## src/source/corePkg.sv

```systemverilog
package corePkg;

    ////////////////////
    // Widths
    ////////////////////
    localparam int NumThreads = 4;

    typedef logic [31:0]           tWord;      // Data, address and instruction word
    typedef logic [4:0]            tRegAddr;   // Register index x0..x31
    typedef logic [NumThreads-1:0] tThreadSel; // One-hot thread ring position

    // ADDI x0, x0, 0
    localparam tWord NopWord = 32'h0000_0013;

    // RV32I major opcodes
    typedef enum logic [6:0] {
        OpLui    = 7'b0110111,
        OpAuiPc  = 7'b0010111,
        OpJal    = 7'b1101111,
        OpJalr   = 7'b1100111,
        OpBranch = 7'b1100011,
        OpLoad   = 7'b0000011,
        OpStore  = 7'b0100011,
        OpOpImm  = 7'b0010011,
        OpOp     = 7'b0110011
    } tOpcode;

    // Encoding is {funct7[5], funct3}
    typedef enum logic [3:0] {
        AluAdd  = 4'b0000,
        AluSub  = 4'b1000,
        AluSll  = 4'b0001,
        AluSlt  = 4'b0010,
        AluSltu = 4'b0011,
        AluXor  = 4'b0100,
        AluSrl  = 4'b0101,
        AluSra  = 4'b1101,
        AluOr   = 4'b0110,
        AluAnd  = 4'b0111
    } tAluOp;

    ////////////////////
    // Pipeline bundles
    ////////////////////
    typedef struct packed {
        logic jal;
        logic jalr;
        logic branch;
        logic iTypeImm;  // JALR, OPIMM, LOAD
        logic lui;
        logic auiPc;
        logic memRd;
        logic memWr;
        logic store;
        logic regWr;
        logic memToReg;
        logic pcToReg;   // Link value for JAL/JALR
    } tCtrl;

    typedef struct packed {
        tWord pc;
        tWord inst;
        tWord rs1Data;
        tWord rs2Data;
        tCtrl ctrl;
    } tExecIn;

    typedef struct packed {
        tWord       aluOut;  // Also the memory address
        tWord       wrData;
        tWord       pcPlus4;
        logic [2:0] funct3;
        tRegAddr    rd;
        tCtrl       ctrl;
    } tMemOp;

    typedef struct packed {
        tWord       addr;
        tWord       wrData;
        logic       rd;
        logic       wr;
        logic [3:0] byteEn;
    } tMemReq;

    typedef struct packed {
        logic    en;
        tRegAddr idx;
        tWord    data;
    } tRegWrite;

endpackage
```

## src/source/memWriteback.sv

```systemverilog
`timescale 1ns/1ps

module memWriteback (
    input  logic              QClk,
    input  logic              arstN,
    input  corePkg::tMemOp    memOpQ103H,
    input  corePkg::tWord     memRdDataQ104H,
    output corePkg::tMemReq   memReqQ103H,
    output corePkg::tRegWrite regWriteQ104H
);
    import corePkg::*;

    logic [3:0] byteEn;
    logic       regWrQ104H;
    logic       memToRegQ104H;
    logic       pcToRegQ104H;
    tRegAddr    rdQ104H;
    tWord       aluOutQ104H;
    tWord       pcPlus4Q104H;

    ////////////////////
    // Data memory request
    ////////////////////
    always_comb begin
        case (memOpQ103H.funct3[1:0])
            2'b00:   byteEn = 4'b0001; // Byte
            2'b01:   byteEn = 4'b0011; // Half
            2'b10:   byteEn = 4'b1111; // Word
            default: byteEn = 4'b0000;
        endcase
    end

    assign memReqQ103H = '{addr: memOpQ103H.aluOut, wrData: memOpQ103H.wrData,
                           rd: memOpQ103H.ctrl.memRd, wr: memOpQ103H.ctrl.memWr, byteEn: byteEn};

    // Q103H to Q104H, flags reset
    always_ff @(posedge QClk or negedge arstN) begin
        if (!arstN) begin
            regWrQ104H    <= 1'b0;
            memToRegQ104H <= 1'b0;
            pcToRegQ104H  <= 1'b0;
        end else begin
            regWrQ104H    <= memOpQ103H.ctrl.regWr;
            memToRegQ104H <= memOpQ103H.ctrl.memToReg;
            pcToRegQ104H  <= memOpQ103H.ctrl.pcToReg;
        end
    end

    always_ff @(posedge QClk) begin
        rdQ104H      <= memOpQ103H.rd;
        aluOutQ104H  <= memOpQ103H.aluOut;
        pcPlus4Q104H <= memOpQ103H.pcPlus4;
    end

    // Writeback select
    assign regWriteQ104H.en   = regWrQ104H;
    assign regWriteQ104H.idx  = rdQ104H;
    assign regWriteQ104H.data = memToRegQ104H ? memRdDataQ104H :   // Load
                                pcToRegQ104H  ? pcPlus4Q104H   :   // Link
                                                aluOutQ104H;

endmodule

```

## config.mk

```make
export PLATFORM = sky130hd
export DESIGN_NAME = memWriteback
export DESIGN_NICKNAME = d
export VERILOG_FILES = /design/src/source/corePkg.sv /design/src/source/memWriteback.sv
export SDC_FILE = /design/constraint.sdc
export NUM_CORES = 1
export LEC_CHECK = 0
export BUFFER_PORTS_ARGS = -buffer_cell sky130_fd_sc_hd__buf_2
export CAP_MARGIN = 20
export CORE_AREA = 5 5 97 99
export CTS_BUF_LIST = sky130_fd_sc_hd__clkbuf_2
export CTS_CLUSTER_SIZE = 10
export DETAILED_ROUTE_END_ITERATION = 8
export DIE_AREA = 0 0 102 104
export PLACE_DENSITY = 0.77
export SYNTH_ARGS = -nofsm -noshare
export SYNTH_HDL_FRONTEND = slang
export SYNTH_SLANG_ARGS = --single-unit
```

## constraint.sdc

```tcl
create_clock -name QClk -period 2.1 [get_ports QClk]
set_clock_uncertainty 0.15 [all_clocks]
set_input_delay 0.42 -clock QClk [delete_from_list [all_inputs] [get_ports QClk]]
set_output_delay 0.42 -clock QClk [all_outputs]
set_load 0.01 [all_outputs]
```

==> metrics <==
port bufs=181; CTS max path bufs=2; CTS tree=built; post-route ant nets=0; Syn Area/Cell=10.8 um2; share of cells above drive strength 1=0.467; global-route wire length before repair=13,200 um; Max Slew Vio Count=0; total congestion overflow=0; mapped cell area=0.00272 mm2; Gate power share=0.170; ranking of synthesized cells by area=dfxtp_1 51%, buf_4 19%, mux2i_1 12%; violated checks=setup timing; Max Cap Viol=0; Yosys cell types=13; Overall Power=~0.003 W; Setup Buffers After CTS=0; Levels on crit path=4; Worst slew margin=0.844; clock network power share=0.345; busiest grt layer=met2; Worst path top cell family by delay=flip-flops; Crit path required time=~1.5 ns; met1 usage=0.142; pre-CTS WS=0.403 ns; fin nets=a little under 600; Via density=4.22; Final Hold Viols=0; clock slew at reported path FFs=0.23 ns; worst-path fanout max=20; min-delay worst type=input pin to async pin; final instance area=0.00414 mm2; Ys Warns=0; Worst path slowest cell=dfrtp_2; Core Footprint=between 0.008 and 0.009 mm2; unrepaired setup endpoints after global routing=yes; cell internal pwr=0.00226 W; Mapped Cells=around 250; antenna violations before repair=0; Synthesized Nets=404; GR Util met3=0.0590; P&R area growth vs syn=52.4%; Top Ports=approximately 260; GP Congestion=0.744; drt first pass iters=4; synth cell count leaders=69 x dfxtp_1, 68 x buf_4, 32 x mux2i_1, 32 x nand2_1, 28 x o21ai_1; area of the die=0.0106 mm2; WL per Instance=15.7 um; Initial Util=0.321; final setup margin=-0.103 ns; H-tree lvl count=3; largest net degree at the start of global routing=41; Synth area leader=dfxtp_1; CTS Root Cell=clkbuf_2; Pleak=2.10 nW; Max stage delay on crit path=0.46 ns; chip height=104 um; Worst IR Drop VDD=0.368 mV; final worst-path cycle share=1.05; Post-Place Cell Area=~0.0032 mm2; critical-path cell list=buf_12, mux2i_1, o21ai_1, buf_2; Setup TNS Final=-1.66 ns; Critical Path End Type=primary output; sequential share of power=0.485; async set or reset register ratio after synthesis=0.0417; most frequent cell after synthesis=dfxtp_1; ys flop type=dfxtp_1; Post-Route WL=about 8700 um; WP data arrival=1.63 ns; #FFs+latches synth=72; placed cell count=approximately 470; power density cells=729 mW/mm2; WS Path Type=register to primary output; # diodes=0; Psw=0.000757 W; status=finished, violations left; number of global-route vias before repair=approximately 2,700; Final Non-Filler Cells=556; total number of vias=2,346; Worst Setup Start Kind=register; cts bufs inserted=9; DP Wirelength=5720 um; clock sink total=72; routing usage on met2=0.300; Post-synth EDFFs=0; DRC viols=0; DR iter-0 viols=38; GRT Total Usage=0.162; Tightest Pin Transition=0.234 ns; Seq/Total Area, Yosys=0.536; Fmax=454 MHz; Die X=102 um; top cell type's share of synthesized area=0.508; switching share of power=0.251; final setup fails=32; Buffers & Inverters on Critical Path=2; Row Count=34; fin crit period=2.20 ns
[cell usage in the layout (no fill, tap or decap), types with 3 or more instances in the layout]
cell type / count
o21ai_1: 30
buf_12: 3
mux2i_1: 28
clkbuf_2: 10
bufinv_16: 3
buf_2: 181
dfxtp_1: 69
dlygate4sd3_1: 74
inv_1: 3
mux2i_2: 3
nand2_1: 32
[per-layer routing]
layer	vias up	wire, um
met4	0	501
met2	117	4640
met5	-	0
li1	1130	-
met1	1057	2720
met3	42	861
[flip-flops by register name, summed over array words and instances, names as in the netlist]
signal         cells
pcPlus4Q104H      32
pcToRegQ104H       1
aluOutQ104H       32
rdQ104H            5
regWrQ104H         1
memToRegQ104H      1
[power by group through the flow]
stage	sequential, W	combinational, W	clock (W)
final	0.00147	0.000514	0.00104
after global routing	0.00147	0.000558	0.00113
after CTS	0.00147	0.000504	0.00109
after detailed placement	0.00149	0.000392	0
after global placement	0.00149	0.000385	0
after floorplan	0.00149	0.000292	0
[area by class of cell]
class | count | area, um2
Fill cell | 748 | 4320
Timing Repair Buffer | 259 | 1710
Sequential cell | 72 | 1460
Multi-Input combinational cell | 98 | 657
Tap cell | 108 | 135
Clock inverter | 6 | 116
Clock buffer | 10 | 50.0
Inverter | 3 | 11.3
[timing repair]
action                                 CTS  global route
resized for setup                        7             3
setup endpoints to repair               32            32
endpoints found under the hold margin   75             0
hold buffers                            74             0
pin swaps                                0             0
[worst paths after layout]
kind                                 from                end
min in group QClk          memOpQ103H[14]         rdQ104H[2]
min                                 arstN      memToRegQ104H
max in group asynchronous           arstN       pcToRegQ104H
max                          pcToRegQ104H  regWriteQ104H[12]
[through the flow]
stage	hold WS [ns]	util
floorplan	-0.0256	-
global placement	0.0690	0.378
detailed placement	0.0704	0.378
CTS	0.00697	0.487
global route	0.0336	0.489
finish	0.0991	0.489
[logic make-up after synthesis]
kind of cell	after synthesis	share of synthesized area
buf+inv	82	0.231
mux	32	0.118
flops	72	0.536
simple gates	32	0.0442
fa+ha+maj	2	0.00921
compound gates	32	0.0617
(Power assumes the default switching activity.)
