[config.mk]
export PLATFORM = sky130hd
export DESIGN_NAME = decodeUnit
export DESIGN_NICKNAME = d
export VERILOG_FILES = /design/src/source/corePkg.sv /design/src/source/decodeUnit.sv
export SDC_FILE = /design/constraint.sdc
export NUM_CORES = 1
export LEC_CHECK = 0
export BUFFER_PORTS_ARGS = -buffer_cell sky130_fd_sc_hd__clkbuf_2
export CORE_ASPECT_RATIO = 0.5
export CORE_UTILIZATION = 34
export CTS_CLUSTER_DIAMETER = 120
export DETAILED_ROUTE_END_ITERATION = 16
export GPL_TIMING_DRIVEN = 0
export PLACE_DENSITY = 0.73
export SYNTH_ARGS = -nofsm -noshare
export SYNTH_HDL_FRONTEND = slang
export SYNTH_SLANG_ARGS = --single-unit
[constraint.sdc]
create_clock -name QClk -period 1 [get_ports QClk]
set_clock_uncertainty 0.2 [all_clocks]
set_input_delay 0.1 -clock QClk [delete_from_list [all_inputs] [get_ports QClk]]
set_output_delay 0.1 -clock QClk [all_outputs]
set_load 0.02 [all_outputs]
[src/source/corePkg.sv]
package corePkg;

    ////////////////////
    // Widths
    ////////////////////
    localparam int NumThreads = 4;

    typedef logic [31:0]           tWord;      // Data, address and instruction word
    typedef logic [4:0]            tRegAddr;   // Register index x0..x31
    typedef logic [NumThreads-1:0] tThreadSel; // One-hot thread ring position

    // ADDI x0, x0, 0
    localparam tWord NopWord = 32'h0000_0013;

    // RV32I major opcodes
    typedef enum logic [6:0] {
        OpLui    = 7'b0110111,
        OpAuiPc  = 7'b0010111,
        OpJal    = 7'b1101111,
        OpJalr   = 7'b1100111,
        OpBranch = 7'b1100011,
        OpLoad   = 7'b0000011,
        OpStore  = 7'b0100011,
        OpOpImm  = 7'b0010011,
        OpOp     = 7'b0110011
    } tOpcode;

    // Encoding is {funct7[5], funct3}
    typedef enum logic [3:0] {
        AluAdd  = 4'b0000,
        AluSub  = 4'b1000,
        AluSll  = 4'b0001,
        AluSlt  = 4'b0010,
        AluSltu = 4'b0011,
        AluXor  = 4'b0100,
        AluSrl  = 4'b0101,
        AluSra  = 4'b1101,
        AluOr   = 4'b0110,
        AluAnd  = 4'b0111
    } tAluOp;

    ////////////////////
    // Pipeline bundles
    ////////////////////
    typedef struct packed {
        logic jal;
        logic jalr;
        logic branch;
        logic iTypeImm;  // JALR, OPIMM, LOAD
        logic lui;
        logic auiPc;
        logic memRd;
        logic memWr;
        logic store;
        logic regWr;
        logic memToReg;
        logic pcToReg;   // Link value for JAL/JALR
    } tCtrl;

    typedef struct packed {
        tWord pc;
        tWord inst;
        tWord rs1Data;
        tWord rs2Data;
        tCtrl ctrl;
    } tExecIn;

    typedef struct packed {
        tWord       aluOut;  // Also the memory address
        tWord       wrData;
        tWord       pcPlus4;
        logic [2:0] funct3;
        tRegAddr    rd;
        tCtrl       ctrl;
    } tMemOp;

    typedef struct packed {
        tWord       addr;
        tWord       wrData;
        logic       rd;
        logic       wr;
        logic [3:0] byteEn;
    } tMemReq;

    typedef struct packed {
        logic    en;
        tRegAddr idx;
        tWord    data;
    } tRegWrite;

endpackage
[src/source/decodeUnit.sv]
`timescale 1ns/1ps

module decodeUnit (
    input  logic             QClk,
    input  logic             arstN,
    input  corePkg::tWord    instQ101H,
    input  corePkg::tWord    pcQ100H,
    input  corePkg::tWord    rs1DataQ101H,
    input  corePkg::tWord    rs2DataQ101H,
    output corePkg::tRegAddr rs1Q101H,
    output corePkg::tRegAddr rs2Q101H,
    output corePkg::tExecIn  execQ102H
);
    import corePkg::*;

    tWord   pcQ101H;
    tOpcode opcode;
    tCtrl   ctrlQ101H;
    tCtrl   ctrlQ102H;
    tExecIn execDataQ102H;

    // PC follows its instruction into decode
    always_ff @(posedge QClk) begin
        pcQ101H <= pcQ100H;
    end

    assign rs1Q101H = instQ101H[19:15]; // R/I/S/B
    assign rs2Q101H = instQ101H[24:20]; // R/S/B
    assign opcode   = tOpcode'(instQ101H[6:0]);

    ////////////////////
    // Control decode
    ////////////////////
    always_comb begin
        ctrlQ101H.jal      = (opcode == OpJal);
        ctrlQ101H.jalr     = (opcode == OpJalr);
        ctrlQ101H.branch   = (opcode == OpBranch);
        ctrlQ101H.iTypeImm = (opcode == OpOpImm) || (opcode == OpLoad) || (opcode == OpJalr);
        ctrlQ101H.lui      = (opcode == OpLui);
        ctrlQ101H.auiPc    = (opcode == OpAuiPc);
        ctrlQ101H.memRd    = (opcode == OpLoad);
        ctrlQ101H.memWr    = (opcode == OpStore);
        ctrlQ101H.store    = (opcode == OpStore);
        // Only opcodes with a destination write back
        ctrlQ101H.regWr    = (opcode == OpOp) || (opcode == OpOpImm) || (opcode == OpLoad) ||
                             (opcode == OpJal) || (opcode == OpJalr) ||
                             (opcode == OpLui) || (opcode == OpAuiPc);
        ctrlQ101H.memToReg = (opcode == OpLoad);
        ctrlQ101H.pcToReg  = (opcode == OpJal) || (opcode == OpJalr); // Link
    end

    // Q101H to Q102H
    always_ff @(posedge QClk or negedge arstN) begin
        if (!arstN) begin
            ctrlQ102H <= '0; // Empty pipe after reset
        end else begin
            ctrlQ102H <= ctrlQ101H;
        end
    end

    always_ff @(posedge QClk) begin
        execDataQ102H.pc      <= pcQ101H;
        execDataQ102H.inst    <= instQ101H;
        execDataQ102H.rs1Data <= rs1DataQ101H;
        execDataQ102H.rs2Data <= rs2DataQ101H;
        execDataQ102H.ctrl    <= ctrlQ101H;
    end

    always_comb begin
        execQ102H      = execDataQ102H;
        execQ102H.ctrl = ctrlQ102H; // Resettable copy wins
    end

endmodule

==> impl_metrics.env <==
export IMPL_outcome="complete, but fails checks"
export IMPL_violations="negative hold slack, negative setup slack"
export IMPL_synthCells=203
export IMPL_nets=762
export IMPL_drc=0
export IMPL_htreeDepth=4
export IMPL_drive_above_1_share_pct=70.70
export IMPL_place_port_buffers=279
export IMPL_worstSkewPairLatency_ps=410
export IMPL_fin_crit_ps=1378
export IMPL_chipWidth_um=149.0
export IMPL_rsz0062_at_grt="yes"
export IMPL_dieArea_sq_um=11250
export IMPL_power_leakage_uw=0.004024
export IMPL_vias_per_cell=4.154
export IMPL_postLayoutCellArea_sq_um=8692
export IMPL_grt_pass1_wl_mm=19.24
export IMPL_crit_path_max_incr_delay_ps=690
export IMPL_seqPwrFrac_pct=46.0
export IMPL_drt_total_wl_mm=14.69
export IMPL_worstSetupStartpointType="primary input"
export IMPL_power_density_nw_per_um2=1855
export IMPL_initial_core_util_pct=35.50
export IMPL_gr_total_overflow=0
export IMPL_gp_congestion=0.8885
export IMPL_cp_slowest_cell="dlygate4sd3_1"
export IMPL_timing_fmax_mhz=725.5
export IMPL_synth_fp_nets=333
export IMPL_combPwrFrac_pct=12.5
export IMPL_drv_cap=0
export IMPL_antenna_found_initial=1
export IMPL_netlist_area_sq_um=3672
export IMPL_place_area_sq_um=5244
export IMPL_r2r_start="pcQ101H[17]$_DFF_P_"
export IMPL_reg2reg_to="execQ102H[125]$_DFF_P_"
export IMPL_cts_buffers=17
export IMPL_layout_setup_ws_ps=-378.4
export IMPL_cp_arrival_ps=1500
export IMPL_numClockSinks=170
export IMPL_yosys_warnings=0
export IMPL_cts_max_path_buffers=2
export IMPL_dieHeight_um=75.49
export IMPL_hold_slack_ps=-96.42
export IMPL_irDropWorstVdd_mv=1.446
export IMPL_synth_area_top_cells="dfxtp_1, dfrtp_1, buf_4, nor3_1, nand4b_1"
export IMPL_io_pins=280
export IMPL_p_sw_share_pct=23.34
export IMPL_wl_per_cell_um=18.71
export IMPL_areaGrowthSynthToFinish_pct=136.7
export IMPL_hold_path_class="primary input to async pin"
export IMPL_timing_final_crit_share_pct=137.8
export IMPL_critPathRequiredTime_ps=1120
export IMPL_worstSetupPathType="primary input to flop"
export IMPL_critPathTopFamily="buffers and inverters"
export IMPL_synth_avg_cell_area_sq_um=18.09
export IMPL_synth_seq_cells=170
export IMPL_place_inst=622
export IMPL_reg2reg_depth=0
export IMPL_path_buf_inv=2
export IMPL_via_count=3261
export IMPL_num_antenna_cells=0
export IMPL_tns_ps=-26910
export IMPL_critPathMaxFanout=8
export IMPL_yosysTopAreaCell="dfxtp_1"
export IMPL_ys_types=16
export IMPL_drtAntennaViolNets=0
export IMPL_cp_cell_sequence="clkbuf_2 > dlygate4sd3_1 > or3_1 > a21oi_1"
export IMPL_ys_seq_area_share_pct=94.04
export IMPL_setup_viol=150
export IMPL_clockPowerShare_pct=41.5
export IMPL_finalNonFillerCells=785
export IMPL_p_sw_uw=3764
export IMPL_internal_power_uw=12360
export IMPL_cts_tree="yes"
export IMPL_cp_startpoint="instQ101H[5]"
export IMPL_cts_clk_slew_worst_paths_ps=60
export IMPL_grt_pass1_vias=3428
export IMPL_slew_violations=0
export IMPL_drt_iter0_markers=134
export IMPL_grt_usage_pct=24.23
export IMPL_core_sq_um=10340
export IMPL_critical_path_endpoint_type="flop"
export IMPL_worst_pin_slew_ps=354.4
export IMPL_firstDrtPassIters=4
export IMPL_root_buffer="clkbuf_16"
export IMPL_grt_max_degree=17
export IMPL_row_count=26
export IMPL_hpwl_mm=7.689
export IMPL_slew_headroom_pct=76.29
export IMPL_regToRegSetupSlack_ps=370
export IMPL_hold_viol_final=15
export IMPL_yosysTopAreaCellShare_pct=87.22
kinds of logic (layout without fill, tap and decap cells):
kind of cell           count (synthesis)  after routing  synth area share, %
DFF                                  170            170                94.04
and+or+nand+nor                       17             17                2.760
buffers and inverters                 13            455                2.555
AOI/OAI and AO/OA                      3              3               0.6473
power groups by stage:
stage | combinational [uW] | clock (uW) | sequential [uW]
CTS | 1840 | 6700 | 7320
global placement | 1020 | 0 | 7360
global route | 2100 | 7080 | 7430
detailed placement | 1030 | 0 | 7380
floorplan | 80.7 | 0 | 7720
finish | 2020 | 6690 | 7410
worst max-delay path by stage:
stage | end | slack (ps) | cells after the start
2_1_floorplan | execQ102H[4] | 90 | 1
3_5_place_dp | execQ102H[6]$_DFF_PN0_ | -90 | 3
5_1_grt | execQ102H[4] | -390 | 2
4_1_cts | execQ102H[4] | -400 | 2
6_report | execQ102H[8]$_DFF_PN0_ | -380 | 4
3_3_place_gp | execQ102H[2]$_DFF_PN0_ | -60 | 3
Yosys cell counts:
cell type  count
buf_4         12
nand2_1        2
dfrtp_1       10
o32ai_1        1
nor3_1         4
nand4b_1       2
inv_1          1
o21ba_2        1
nand2b_1       1
nor4_1         1
nor2_1         2
or3_1          2
dfxtp_1      160
nand3b_1       2
a21oi_1        1
nor4b_1        1
what timing repair did:
action | in CTS | in global routing
endpoints found under the setup margin | 140 | 150
pin swaps | 0 | 1
hold buffers | 129 | 7
resized for setup | 383 | 166
endpoints found under the hold margin | 148 | 27
buffers inserted | 0 | 2
metal layers:
metal / share of wire, % / wire length, um / track usage [%]
met5: 0 / 0 / 0
met4: 2.9 / 423 / 10.43
met3: 3.2 / 469 / 5.389
met2: 58 / 8556 / 48.84
met1: 36 / 5235 / 24.92
layout by cell type, fill, tap and decap left out, types with 4 or more instances in the layout:
master         Yosys  final
clkbuf_16          0     17
dfxtp_1          160     32
inv_6              0      4
dlygate4sd3_1      0    129
dfrtp_1           10     10
clkbuf_8           0      4
buf_4             12     12
clkbuf_2           0    139
buf_6              0      9
dfxtp_2            0    128
buf_8              0    130
final cells by class:
cell class	count	area [sq um]
Clock inverter	11	131.4
Timing Repair Buffer	410	4059
Buffer	12	97.59
Inverter	1	3.754
Multi-Input combinational cell	20	141.4
Tap cell	140	175.2
Sequential cell	170	3613
Fill cell	462	1653
Clock buffer	21	470.5
registers in the layout, summed over array words and instances, names as in the netlist:
signal	count
execQ102H	138
pcQ101H	32
per-stage QoR:
stage	util, %	worst slack, ps	total power [uW]
after floorplan	-	86.97	7796
final	84.02	-378.4	16120
after detailed placement	50.69	-92.03	8407
after global routing	84.02	-388.0	16610
after global placement	50.69	-57.54	8378
after CTS	81.58	-400.8	15850
(Power assumes the default switching activity.)
