**config.mk**
```make
export PLATFORM = sky130hd
export DESIGN_NAME = threadScheduler
export DESIGN_NICKNAME = d
export VERILOG_FILES = /design/src/source/corePkg.sv /design/src/source/threadScheduler.sv
export SDC_FILE = /design/constraint.sdc
export NUM_CORES = 1
export LEC_CHECK = 0
export BUFFER_PORTS_ARGS = -buffer_cell sky130_fd_sc_hd__buf_4
export CORE_MARGIN = 1.5
export CORE_UTILIZATION = 52
export CTS_BUF_LIST = sky130_fd_sc_hd__clkbuf_8 sky130_fd_sc_hd__clkbuf_16
export DETAILED_ROUTE_END_ITERATION = 10
export PLACE_DENSITY = 0.72
export SLEW_MARGIN = 5
export SYNTH_ARGS = -nofsm -noshare
export SYNTH_HDL_FRONTEND = slang
export SYNTH_SLANG_ARGS = --single-unit
```
**constraint.sdc**
```tcl
create_clock -name QClk -period 1.1 [get_ports QClk]
set_input_delay 0.11 -clock QClk [delete_from_list [all_inputs] [get_ports QClk]]
set_output_delay 0.11 -clock QClk [all_outputs]
set_load 0.03 [all_outputs]
```
**src/source/corePkg.sv**
```systemverilog
package corePkg;

    ////////////////////
    // Widths
    ////////////////////
    localparam int NumThreads = 4;

    typedef logic [31:0]           tWord;      // Data, address and instruction word
    typedef logic [4:0]            tRegAddr;   // Register index x0..x31
    typedef logic [NumThreads-1:0] tThreadSel; // One-hot thread ring position

    // ADDI x0, x0, 0
    localparam tWord NopWord = 32'h0000_0013;

    // RV32I major opcodes
    typedef enum logic [6:0] {
        OpLui    = 7'b0110111,
        OpAuiPc  = 7'b0010111,
        OpJal    = 7'b1101111,
        OpJalr   = 7'b1100111,
        OpBranch = 7'b1100011,
        OpLoad   = 7'b0000011,
        OpStore  = 7'b0100011,
        OpOpImm  = 7'b0010011,
        OpOp     = 7'b0110011
    } tOpcode;

    // Encoding is {funct7[5], funct3}
    typedef enum logic [3:0] {
        AluAdd  = 4'b0000,
        AluSub  = 4'b1000,
        AluSll  = 4'b0001,
        AluSlt  = 4'b0010,
        AluSltu = 4'b0011,
        AluXor  = 4'b0100,
        AluSrl  = 4'b0101,
        AluSra  = 4'b1101,
        AluOr   = 4'b0110,
        AluAnd  = 4'b0111
    } tAluOp;

    ////////////////////
    // Pipeline bundles
    ////////////////////
    typedef struct packed {
        logic jal;
        logic jalr;
        logic branch;
        logic iTypeImm;  // JALR, OPIMM, LOAD
        logic lui;
        logic auiPc;
        logic memRd;
        logic memWr;
        logic store;
        logic regWr;
        logic memToReg;
        logic pcToReg;   // Link value for JAL/JALR
    } tCtrl;

    typedef struct packed {
        tWord pc;
        tWord inst;
        tWord rs1Data;
        tWord rs2Data;
        tCtrl ctrl;
    } tExecIn;

    typedef struct packed {
        tWord       aluOut;  // Also the memory address
        tWord       wrData;
        tWord       pcPlus4;
        logic [2:0] funct3;
        tRegAddr    rd;
        tCtrl       ctrl;
    } tMemOp;

    typedef struct packed {
        tWord       addr;
        tWord       wrData;
        logic       rd;
        logic       wr;
        logic [3:0] byteEn;
    } tMemReq;

    typedef struct packed {
        logic    en;
        tRegAddr idx;
        tWord    data;
    } tRegWrite;

endpackage
```
**src/source/threadScheduler.sv**
```systemverilog
`timescale 1ns/1ps

module threadScheduler #(
    parameter int ThreadPcStride = 256
) (
    input  logic               QClk,
    input  logic               arstN,
    input  corePkg::tWord      nextPcQ102H,
    output corePkg::tThreadSel threadQ100H,
    output corePkg::tWord      pcQ100H
);
    import corePkg::*;

    tThreadSel nextThreadQ100H;
    tThreadSel threadQ101H;
    tThreadSel threadQ102H;
    tThreadSel threadStarted;         // Set once a thread has fetched
    tWord      threadPc [NumThreads]; // One PC per thread

    ////////////////////
    // Thread ring
    ////////////////////
    assign nextThreadQ100H = {threadQ100H[NumThreads-2:0], threadQ100H[NumThreads-1]};

    always_ff @(posedge QClk or negedge arstN) begin
        if (!arstN) begin
            threadQ100H <= tThreadSel'(1); // Thread 0 fetches first
        end else begin
            threadQ100H <= nextThreadQ100H;
        end
    end

    // Later stages hold the threads that fetched earlier
    assign threadQ101H = {threadQ100H[0], threadQ100H[NumThreads-1:1]};
    assign threadQ102H = {threadQ101H[0], threadQ101H[NumThreads-1:1]};

    // Empty slots ahead of a thread's first fetch leave its PC alone
    always_ff @(posedge QClk or negedge arstN) begin
        if (!arstN) begin
            threadStarted <= '0;
        end else begin
            threadStarted <= threadStarted | threadQ100H;
        end
    end

    ////////////////////
    // Thread PCs
    ////////////////////
    always_ff @(posedge QClk or negedge arstN) begin
        if (!arstN) begin
            for (int t = 0; t < NumThreads; t++) begin
                threadPc[t] <= tWord'(t * ThreadPcStride); // Each thread owns a code window
            end
        end else begin
            for (int t = 0; t < NumThreads; t++) begin
                if (threadQ102H[t] && threadStarted[t]) begin
                    threadPc[t] <= nextPcQ102H; // Resolved in execute
                end
            end
        end
    end

    // One-hot fetch mux
    always_comb begin
        pcQ100H = '0;
        for (int t = 0; t < NumThreads; t++) begin
            if (threadQ100H[t]) begin
                pcQ100H = threadPc[t];
            end
        end
    end

endmodule

```
==> results of run 1 <==
placed cells by master, fill, tap and decap left out:
master and instances:
dfrtp_1 128, mux2_4 88, buf_4 55, mux2_2 40, buf_6 37, dlygate4sd3_1 34
a22oi_1 30, a21oi_2 30, o22ai_1 28, clkbuf_16 18, buf_12 15, buf_8 6
inv_1 5, clkbuf_8 5, dfstp_2 5, nand2_8 4, bufinv_16 4, o22ai_2 3
or2_2 3, clkinv_2 3, dfrtp_2 3, bufbuf_16 2, buf_16 2, nor2_4 1
nor2b_4 1, a22oi_2 1, nor3b_1 1, a221oi_4 1, nand3b_1 1, nand2_1 1
nand2b_1 1, a31oi_4 1, or2_4 1, clkinvlp_4 1
power groups by stage:
stage	clock network (W)	logic (W)	registers, W
after detailed placement	0	0.000564	0.00547
after floorplan	0	0.000280	0.00543
after global placement	0	0.000536	0.00545
final	0.00597	0.000700	0.00540
after CTS	0.00605	0.000677	0.00539
after global routing	0.00626	0.000757	0.00542
Yosys cell counts, drive strengths merged:
cell	instances	share of area (%)
a221oi	1	0.15
nor2b	1	0.15
dfrtp	131	56
a22oi	31	4.0
clkbuf	8	0.52
nand3b	1	0.13
o22ai	31	3.3
dfstp	5	2.3
nand2b	1	0.11
mux2	128	27
a21oi	30	2.6
a31oi	1	0.11
inv	2	0.13
nor3b	1	0.13
buf	20	2.2
or2	4	0.43
nor2	1	0.065
nand2	5	0.41
area by class of cell:
class / count / area [µm²] / area share [%]
clock inverter: 11 / 153.9 / 1.781
tap: 140 / 175.2 / 2.028
clock buffer: 21 / 469.2 / 5.431
multi-input combinational: 236 / 2690 / 31.14
timing repair buffer: 153 / 1730 / 20.03
sequential: 136 / 3413 / 39.51
inverter: 2 / 7.507 / 0.08689
worst paths after layout:
kind	startpoint	endpoint	slack, ns
min reg2reg	threadPc[37]	threadPc[37]	0.51
max in group asynchronous	arstN	threadPc[64]	0.49
max	threadQ100H[0]	pcQ100H[17]	-0.89
max reg2reg	threadQ100H[0]	threadPc[39]	-0.36
min	arstN	threadPc[126]	0.16
min in group QClk	nextPcQ102H[26]	threadPc[90]	0.37
state kept, by name, summed over array words and instances (netlist names):
register and flops:
threadQ100H 4, threadStarted 4, threadPc 128
cells by family after synthesis:
logic type	after synthesis	synth area share [%]
DFF	136	58.74
and+or+nand+nor	14	1.423
AOI/OAI and AO/OA	94	10.20
buffers and inverters	30	2.867
muxes	128	26.77
repair_timing:
| item | 4_1_cts | 5_1_grt |
|---|---|---|
| resized for setup | 52 | 41 |
| gates cloned | 6 | 3 |
| endpoints found under the setup margin | 165 | 166 |
| buffers inserted | 8 | 5 |
| hold buffers | 34 | 0 |
| hold endpoints to repair | 262 | 0 |
| pin swaps | 4 | 3 |
through the flow:
step	cell area [µm²]	utilization, %
after floorplan	6163	-
after global placement	7053	65.06
after detailed placement	7053	65.06
after CTS	8471	78.14
after global routing	8640	79.70
final	8640	79.70
layer usage:
| layer | up-vias | routed length [µm] | global-route usage, % |
|---|---|---|---|
| met4 | 0 | 319 | 11.47 |
| met1 | 2103 | 6860 | 36.11 |
| met3 | 26 | 722 | 7.412 |
| li1 | 1785 | - | - |
| met2 | 98 | 7798 | 45.15 |
| met5 | - | 0 | 0 |
worst reg2reg max path: stages, from the launching register on:
cell and delay (ns):
dfstp_2 0.52, buf_4 0.16, nand2_8 0.09, bufbuf_16 0.30, mux2_2 0.27
==> results.cfg, run 1 <==
[outcome]
status = finished, violations left
failed_checks = negative setup slack

[logic_synthesis]
syn-cell-area_um2 = 5804
ys_ff_latch = 136
synth_cells = 402
ys_seq_area_share_pct = 58.74
synth_fp_nets = 436
syn_area_per_cell_um2 = 14.44
ys_types = 23
ys.warnings.count = 0

[clocking]
clk_latency_ns = 0.54
ctsHtreeMaxLevel = 4
cts.sinks = 136
cts_root_buf = clkbuf_8
clk_pin_slew_ns = 0.06
cts_buffers = 17
cts_tree = done
cts_buffer_depth = 2

[power]
clockPowerShare_pct = 49.4
p_per_area_nw_per_um2 = 1397
power.total_w = 0.01207
p_comb_share_pct = 5.8
internal_power_w = 0.009578
p_switching_w = 0.002490
p_leak_nw = 4.072
worst_ir_drop_vdd_uv = 1568
p_sw_share_pct = 20.63
seqPwrFrac_pct = 44.8

[hold_path]
hold_path.class = in -> async

[global_route]
overflow = 0
grt_pass1_wl_um = 24070
antenna_found_initial = 0
grt_usage_pct = 28.01
grt_pass1_vias = 4404
grt_max_degree = 76

[worst_setup_path]
crit_path_max_fanout = 21
worstPathArrival_ns = 1.88
crit_buf_inv = 2
critPathKind = reg -> out
path_depth = 5
crit_required_ns = 0.99
start_kind = flop
endpoint_kind = output pin
cpPeakStageDelay_ns = 0.52
crit_path_top_delay_cell = dfstp_2
path_cells = nor2b_4, buf_12, a22oi_1, a21oi_2, buf_6
crit_family = flip-flops
reg2reg_depth = 4

[sta]
finalClockSkew_ns = 0.008617
setup_viol = 165
tightest_slew_ns = 0.4543
hold_ws_ns = 0.1582
rsz0062_at_grt = yes
max_freq_mhz = 502.4
tns_ns = -59.82
fin_crit_sh_pct = 180.9
finalHoldViolations = 0
slew_viol_final = 0
period_minus_slack_ns = 1.990
final.setup.worst_slack_ns = -0.8904
relSlewSlack_pct = 69.71

[detailed_routing]
vias = 4012
wl_per_cell_um = 22.46
drtIter0Drc = 242
vias_per_cell = 5.740
postRouteAntennaNets = 0
drcViolationCount = 0
dr.pass1.iters = 4
wl_um = 15700

[place]
numPortBuffers = 69
dp_slack_ns = -0.3424
placed_cells = 617
hpwl_um = 8473
place_congestion = 0.7434

[final_layout]
antennaDiodeCount = 0
drive_gt1_share_pct = 59.03
final_cells = 699
syn_to_final_growth_pct = 48.85
nFillCells = 594
nNetsFinal = 580

[floorplanning]
die_area_um2 = 11800
rows = 38
io_pins = 70
start_util_pct = 53.54
fp.dieH_um = 108.7
coreArea_um2 = 10840
chipWidth_um = 108.7

[job]
cap_violations = 0
Note: power is estimated with default switching activity, not from simulation.
==> run 2: changes to the inputs <==
Settings changed: CORE_UTILIZATION 52 to 42, PLACE_DENSITY 0.72 to 0.6.
==> run 2 against run 1 <==
Net effect:
- the flow still finishes with violations (negative setup slack)
- routed wire length grew 0.66%
- worst hold slack lost 0.0079 ns
- combinational power shrank 2%
- critical path type unchanged
- largest cell class unchanged
- highest routed layer unchanged
==> results.cfg, run 2 (synthesis results as in run 1) <==
[detailed_routing]
wl_um = 15800
drcViolationCount = 0
postRouteAntennaNets = 0
drtIter0Drc = 244
dr.pass1.iters = 5
vias = 4051
vias_per_cell = 5.452
wl_per_cell_um = 21.27

[final_layout]
nFillCells = 971
antennaDiodeCount = 0
final_cell_mix = dfrtp_1, mux2_4, buf_4
final_common_cell = dfrtp_1
reg_top3 = threadPc (128), threadQ100H (4), threadStarted (4)
drive_gt1_share_pct = 60.32
finalInstanceArea_um2 = 8802
syn_to_final_growth_pct = 51.65
nNetsFinal = 589
top_register = threadPc
multi_input_area_um2 = 2641
ff_latch_area_um2 = 3413
largest_reg_flops = 128

[global_route]
overflow = 0
grt_usage_pct = 23.05
grt_pass1_wl_um = 24900
grt_max_degree = 41
grt_pass1_vias = 4392
antenna_found_initial = 0

[sta]
fin_crit_sh_pct = 172.8
final.setup.worst_slack_ns = -0.8010
setup_viol = 165
relSlewSlack_pct = 76.37
finalHoldViolations = 0
tightest_slew_ns = 0.3536
period_minus_slack_ns = 1.901
finalClockSkew_ns = 0.009877
rsz0062_at_grt = yes
slew_viol_final = 0
max_freq_mhz = 526.0

[hold_path]
hold_path.class = in -> async

[clocking]
cts.sinks = 136
cts_tree = done
cts_buffers = 17
clk_latency_ns = 0.42
cts_buffer_depth = 2
ctsHtreeMaxLevel = 4
cts_root_buf = clkbuf_16
clk_pin_slew_ns = 0.05

[outcome]
status = finished, violations left
failed_checks = negative setup slack

[floorplanning]
die_area_um2 = 14530
rows = 42
fp.dieH_um = 120.6
start_util_pct = 43.49
chipWidth_um = 120.6
coreArea_um2 = 13350
io_pins = 70

[place]
numPortBuffers = 69
place_congestion = 0.7227
dp_slack_ns = -0.3840
hpwl_um = 8664
place_area_um2 = 7114

[power]
power.total_w = 0.01151
p_leak_nw = 4.092
worst_ir_drop_vdd_uv = 1096
p_per_area_nw_per_um2 = 1307

[worst_setup_path]
endpoint_kind = output pin
rrSetupSlack_ns = -0.56
start_kind = flop
crit_required_ns = 0.99
worstPathArrival_ns = 1.79
crit_path_max_fanout = 11
r2r-start = threadQ100H[1]
r2r_end = threadPc[15]
critPathKind = reg -> out
reg2reg_depth = 7

[job]
cap_violations = 0
[run 2: stage by stage]
| stage | hold slack [ns] | std cells | utilization [%] | setup TNS (ns) |
|---|---|---|---|---|
| floorplan | -0.1856 | 402 | - | -36.19 |
| global placement | 0.003112 | 651 | 53.30 | -28.37 |
| detailed placement | 0.006006 | 651 | 53.30 | -29.46 |
| CTS | 0.1335 | 741 | 65.47 | -64.33 |
| global route | 0.1487 | 743 | 65.94 | -72.56 |
| finish | 0.1503 | 743 | 65.94 | -66.33 |
[run 2: worst max-delay path, cell delays in order (launching register included)]
cell and delay [ns]:
dfstp_2 0.53, nor2b_4 0.19, buf_6 0.18, a22oi_1 0.10
a21oi_2 0.19, buf_4 0.19
[run 2: worst max path at each step]
stage | end | slack, ns | startpoint
2_1_floorplan | pcQ100H[10] | -0.42 | threadQ100H[0]
3_3_place_gp | pcQ100H[20] | -0.38 | threadQ100H[0]
3_5_place_dp | pcQ100H[20] | -0.38 | threadQ100H[0]
4_1_cts | pcQ100H[20] | -0.80 | threadQ100H[0]
5_1_grt | pcQ100H[20] | -0.87 | threadQ100H[0]
6_report | pcQ100H[20] | -0.80 | threadQ100H[0]
[run 2: where the power goes]
part / internal (W) / switching, W / leakage, nW
logic: 0.000432 / 0.000254 / 2.21
registers: 0.00525 / 0.000141 / 1.59
clock network: 0.00339 / 0.00204 / 0.288
total: 0.00908 / 0.00243 / 4.09
[run 2: routing by layer]
layer	global-route usage (%)	share of wire, %
met1	31.72	45
met4	6.985	1.1
met2	36.29	49
met5	0	0
met3	5.566	4.5
[run 2: timing repair]
item / 4_1_cts / 5_1_grt
endpoints found under the setup margin: 164 / 165
hold endpoints to repair: 263 / 0
cloned: 12 / 1
resized for setup: 57 / 25
pin swaps: 1 / 0
hold buffers: 33 / 0
setup buffers: 14 / 6
[run 2: layout make-up]
cell class | count | area share [%]
Multi-Input combinational cell | 236 | 30.01
Sequential cell | 136 | 38.78
Clock inverter | 12 | 1.265
Timing Repair Buffer | 162 | 22.22
Clock buffer | 19 | 5.146
Inverter | 2 | 0.08529
Tap cell | 176 | 2.502
==> run 3: changes to the inputs <==
--- a/config.mk
+++ b/config.mk
@@ -7,2 +7,3 @@
 export LEC_CHECK = 0
+export ABC_AREA = 1
 export BUFFER_PORTS_ARGS = -buffer_cell sky130_fd_sc_hd__buf_4
==> constraint.sdc (replaced) <==
create_clock -name QClk -period 1.1 [get_ports QClk]
set_input_delay 0.22 -clock QClk [delete_from_list [all_inputs] [get_ports QClk]]
set_output_delay 0.22 -clock QClk [all_outputs]
set_load 0.03 [all_outputs]
==> run 3 against run 2 <==
Net effect:
- the run still ends with negative setup slack left
- setup slack gained 0.011 ns
- via count is 41% higher
- sequential power fell by 7.2%
- fmax is 0.56% higher
- critical path depth increased by 1
- register-to-register slack better by 0.09 ns
- non-clock buffer count down 20
- sequential share of layout area is 2.4 points lower
- first-iteration DRC count increased by 70%
==> results.cfg, run 3 <==
[detailed_routing]
wl_um = 19180
vias = 5703
dr.pass1.iters = 5
wl_per_cell_um = 18.29
postRouteAntennaNets = 0
drtIter0Drc = 414
vias_per_cell = 5.437
drcViolationCount = 0

[global_route]
overflow = 0
grt_pass1_wl_um = 28280
antenna_found_initial = 0
grt_usage_pct = 22.77
grt_max_degree = 41
grt_pass1_vias = 5420

[clocking]
cts_tree = done
cts_root_buf = clkbuf_16
cts.sinks = 136
clk_pin_slew_ns = 0.06
cts_buffer_depth = 2
cts_buffers = 17
ctsHtreeMaxLevel = 4
clk_latency_ns = 0.43

[hold_path]
worstHoldEndpoint = threadPc[127]
whs_path_depth = 3
hold_path.class = in -> reg
holdCritStartpoint = nextPcQ102H[31]

[sta]
period_minus_slack_ns = 1.890
max_freq_mhz = 529.0
finalClockSkew_ns = 0.006826
slew_viol_final = 0
tightest_slew_ns = 0.3734
finalHoldViolations = 0
fin_crit_sh_pct = 171.9
relSlewSlack_pct = 75.11
rsz0062_at_grt = yes
setup_viol = 165
final.setup.worst_slack_ns = -0.7904

[logic_synthesis]
syn_area_per_cell_um2 = 8.547
ys_seq_area_share_pct = 53.98
synth_edf_count = 0
synth_fp_nets = 773
synth.top_cell.area_share_pct = 51.90
synth_largest_area_cell = dfrtp_1
ys.warnings.count = 0
ys_ff_latch = 136
synthArstFlopShare_pct = 100.0
yosysMostFrequentCell = nand2_1
synth_cells = 739
ys_types = 19
yosys-top-cells-count = nand2_1, dfrtp_1, o21ai_1
ys.flop_type = dfrtp_1
syn-cell-area_um2 = 6316
ys_top_cells_by_area = dfrtp_1, nand2_1, o21ai_1, o21ai_2, nor2_1

[final_layout]
finalInstanceArea_um2 = 9394
largest_reg_flops = 128
ff_latch_area_um2 = 3413
antennaDiodeCount = 0
final_cells = 1049
syn_to_final_growth_pct = 48.73
final_common_cell = nand2_1
final_cell_mix = nand2_1, dfrtp_1, nand2_2
top_register = threadPc
nNetsFinal = 886
multi_input_area_um2 = 3119
reg_top3 = threadPc (128), threadQ100H (4), threadStarted (4)
drive_gt1_share_pct = 43.70
nFillCells = 1163

[outcome]
status = finished, violations left
failed_checks = negative setup slack

[worst_setup_path]
reg2reg_depth = 9
r2r_end = threadPc[90]
r2r-start = threadQ100H[3]
critPathKind = reg -> out
worstPathArrival_ns = 1.67
crit_path_max_fanout = 9
rrSetupSlack_ns = -0.47
crit_required_ns = 0.88
endpoint_kind = output pin
start_kind = flop

[place]
placed_cells = 978
hpwl_um = 9794
place_congestion = 0.7993
place_area_um2 = 7559
numPortBuffers = 69

[floorplanning]
start_util_pct = 43.29
coreArea_um2 = 14590
die_area_um2 = 15780
chipWidth_um = 125.6
rows = 44
io_pins = 70
fp.dieH_um = 125.6

[job]
cap_violations = 0

[power]
p_leak_nw = 4.481
worst_ir_drop_vdd_uv = 1133
p_per_area_nw_per_um2 = 1114
run 3: logic make-up (layout without fill, tap and decap cells):
kind of cell	count (synthesis)	count (layout)	share of synthesized area, %
DFF	136	136	53.98
AOI/OAI and AO/OA	160	160	14.46
and+or+nand+nor	360	361	22.98
buffers and inverters	83	208	8.578
run 3: area by class of cell:
class                   instances  area share, %
clock buffers                  18          4.675
clock inverters                14         0.8924
inverters                      34          1.438
multi-input cells             521          33.20
flip-flops and latches        136          36.33
well taps                     184          2.451
repair buffers                142          21.00
run 3: worst max path at each step:
stage          slack (ns)  depth (start not counted)          end      startpoint
6_report            -0.79                          6  pcQ100H[15]  threadQ100H[1]
3_3_place_gp        -0.32                          6  pcQ100H[12]  threadQ100H[0]
2_1_floorplan       -0.32                          6  pcQ100H[10]  threadQ100H[0]
4_1_cts             -0.76                          6  pcQ100H[30]  threadQ100H[0]
5_1_grt             -0.84                          7   pcQ100H[9]  threadQ100H[2]
3_5_place_dp        -0.32                          6  pcQ100H[24]  threadQ100H[0]
run 3: what timing repair did:
action	4_1_cts	5_1_grt
gates resized for setup	62	120
cloned	12	11
pin swaps	9	0
endpoints found under the hold margin	95	0
hold buffers	1	0
endpoints found under the setup margin	164	164
setup buffers	10	9
run 3: stage by stage:
stage               power [W]  TNS, ns  hold slack, ns  setup slack [ns]  utilization, %
floorplan            0.005164   -13.25        -0.07559           -0.3164               -
global route          0.01079   -77.10          0.1124           -0.8449           64.39
finish                0.01047   -68.12          0.1060           -0.7904           64.39
detailed placement   0.005420   -24.02          0.1284           -0.3210           51.81
CTS                   0.01050   -50.41         0.09189           -0.7561           60.14
global placement     0.005413   -22.16          0.1260           -0.3200           51.81
run 3: report_power, final:
group	internal [W]	leakage, nW	switching (W)
logic	0.000116	2.96	0.000219
registers	0.00501	1.23	0
clock network	0.00307	0.294	0.00206
total	0.00819	4.48	0.00228
run 3: metal layers:
layer	up-vias	routed length, µm	global-route usage [%]
li1	2609	-	-
met1	2862	8298	31.29
met2	212	9595	36.16
met3	20	1055	4.545
met4	0	232	7.955
met5	-	0	0
run 3: worst max-delay path, cell delays in order (launching register included):
cell and delay [ns]:
dfrtp_2 0.48, buf_4 0.21, a21oi_1 0.19, nand2_2 0.10, nand2_2 0.08, nand2_4 0.05
buf_6 0.13
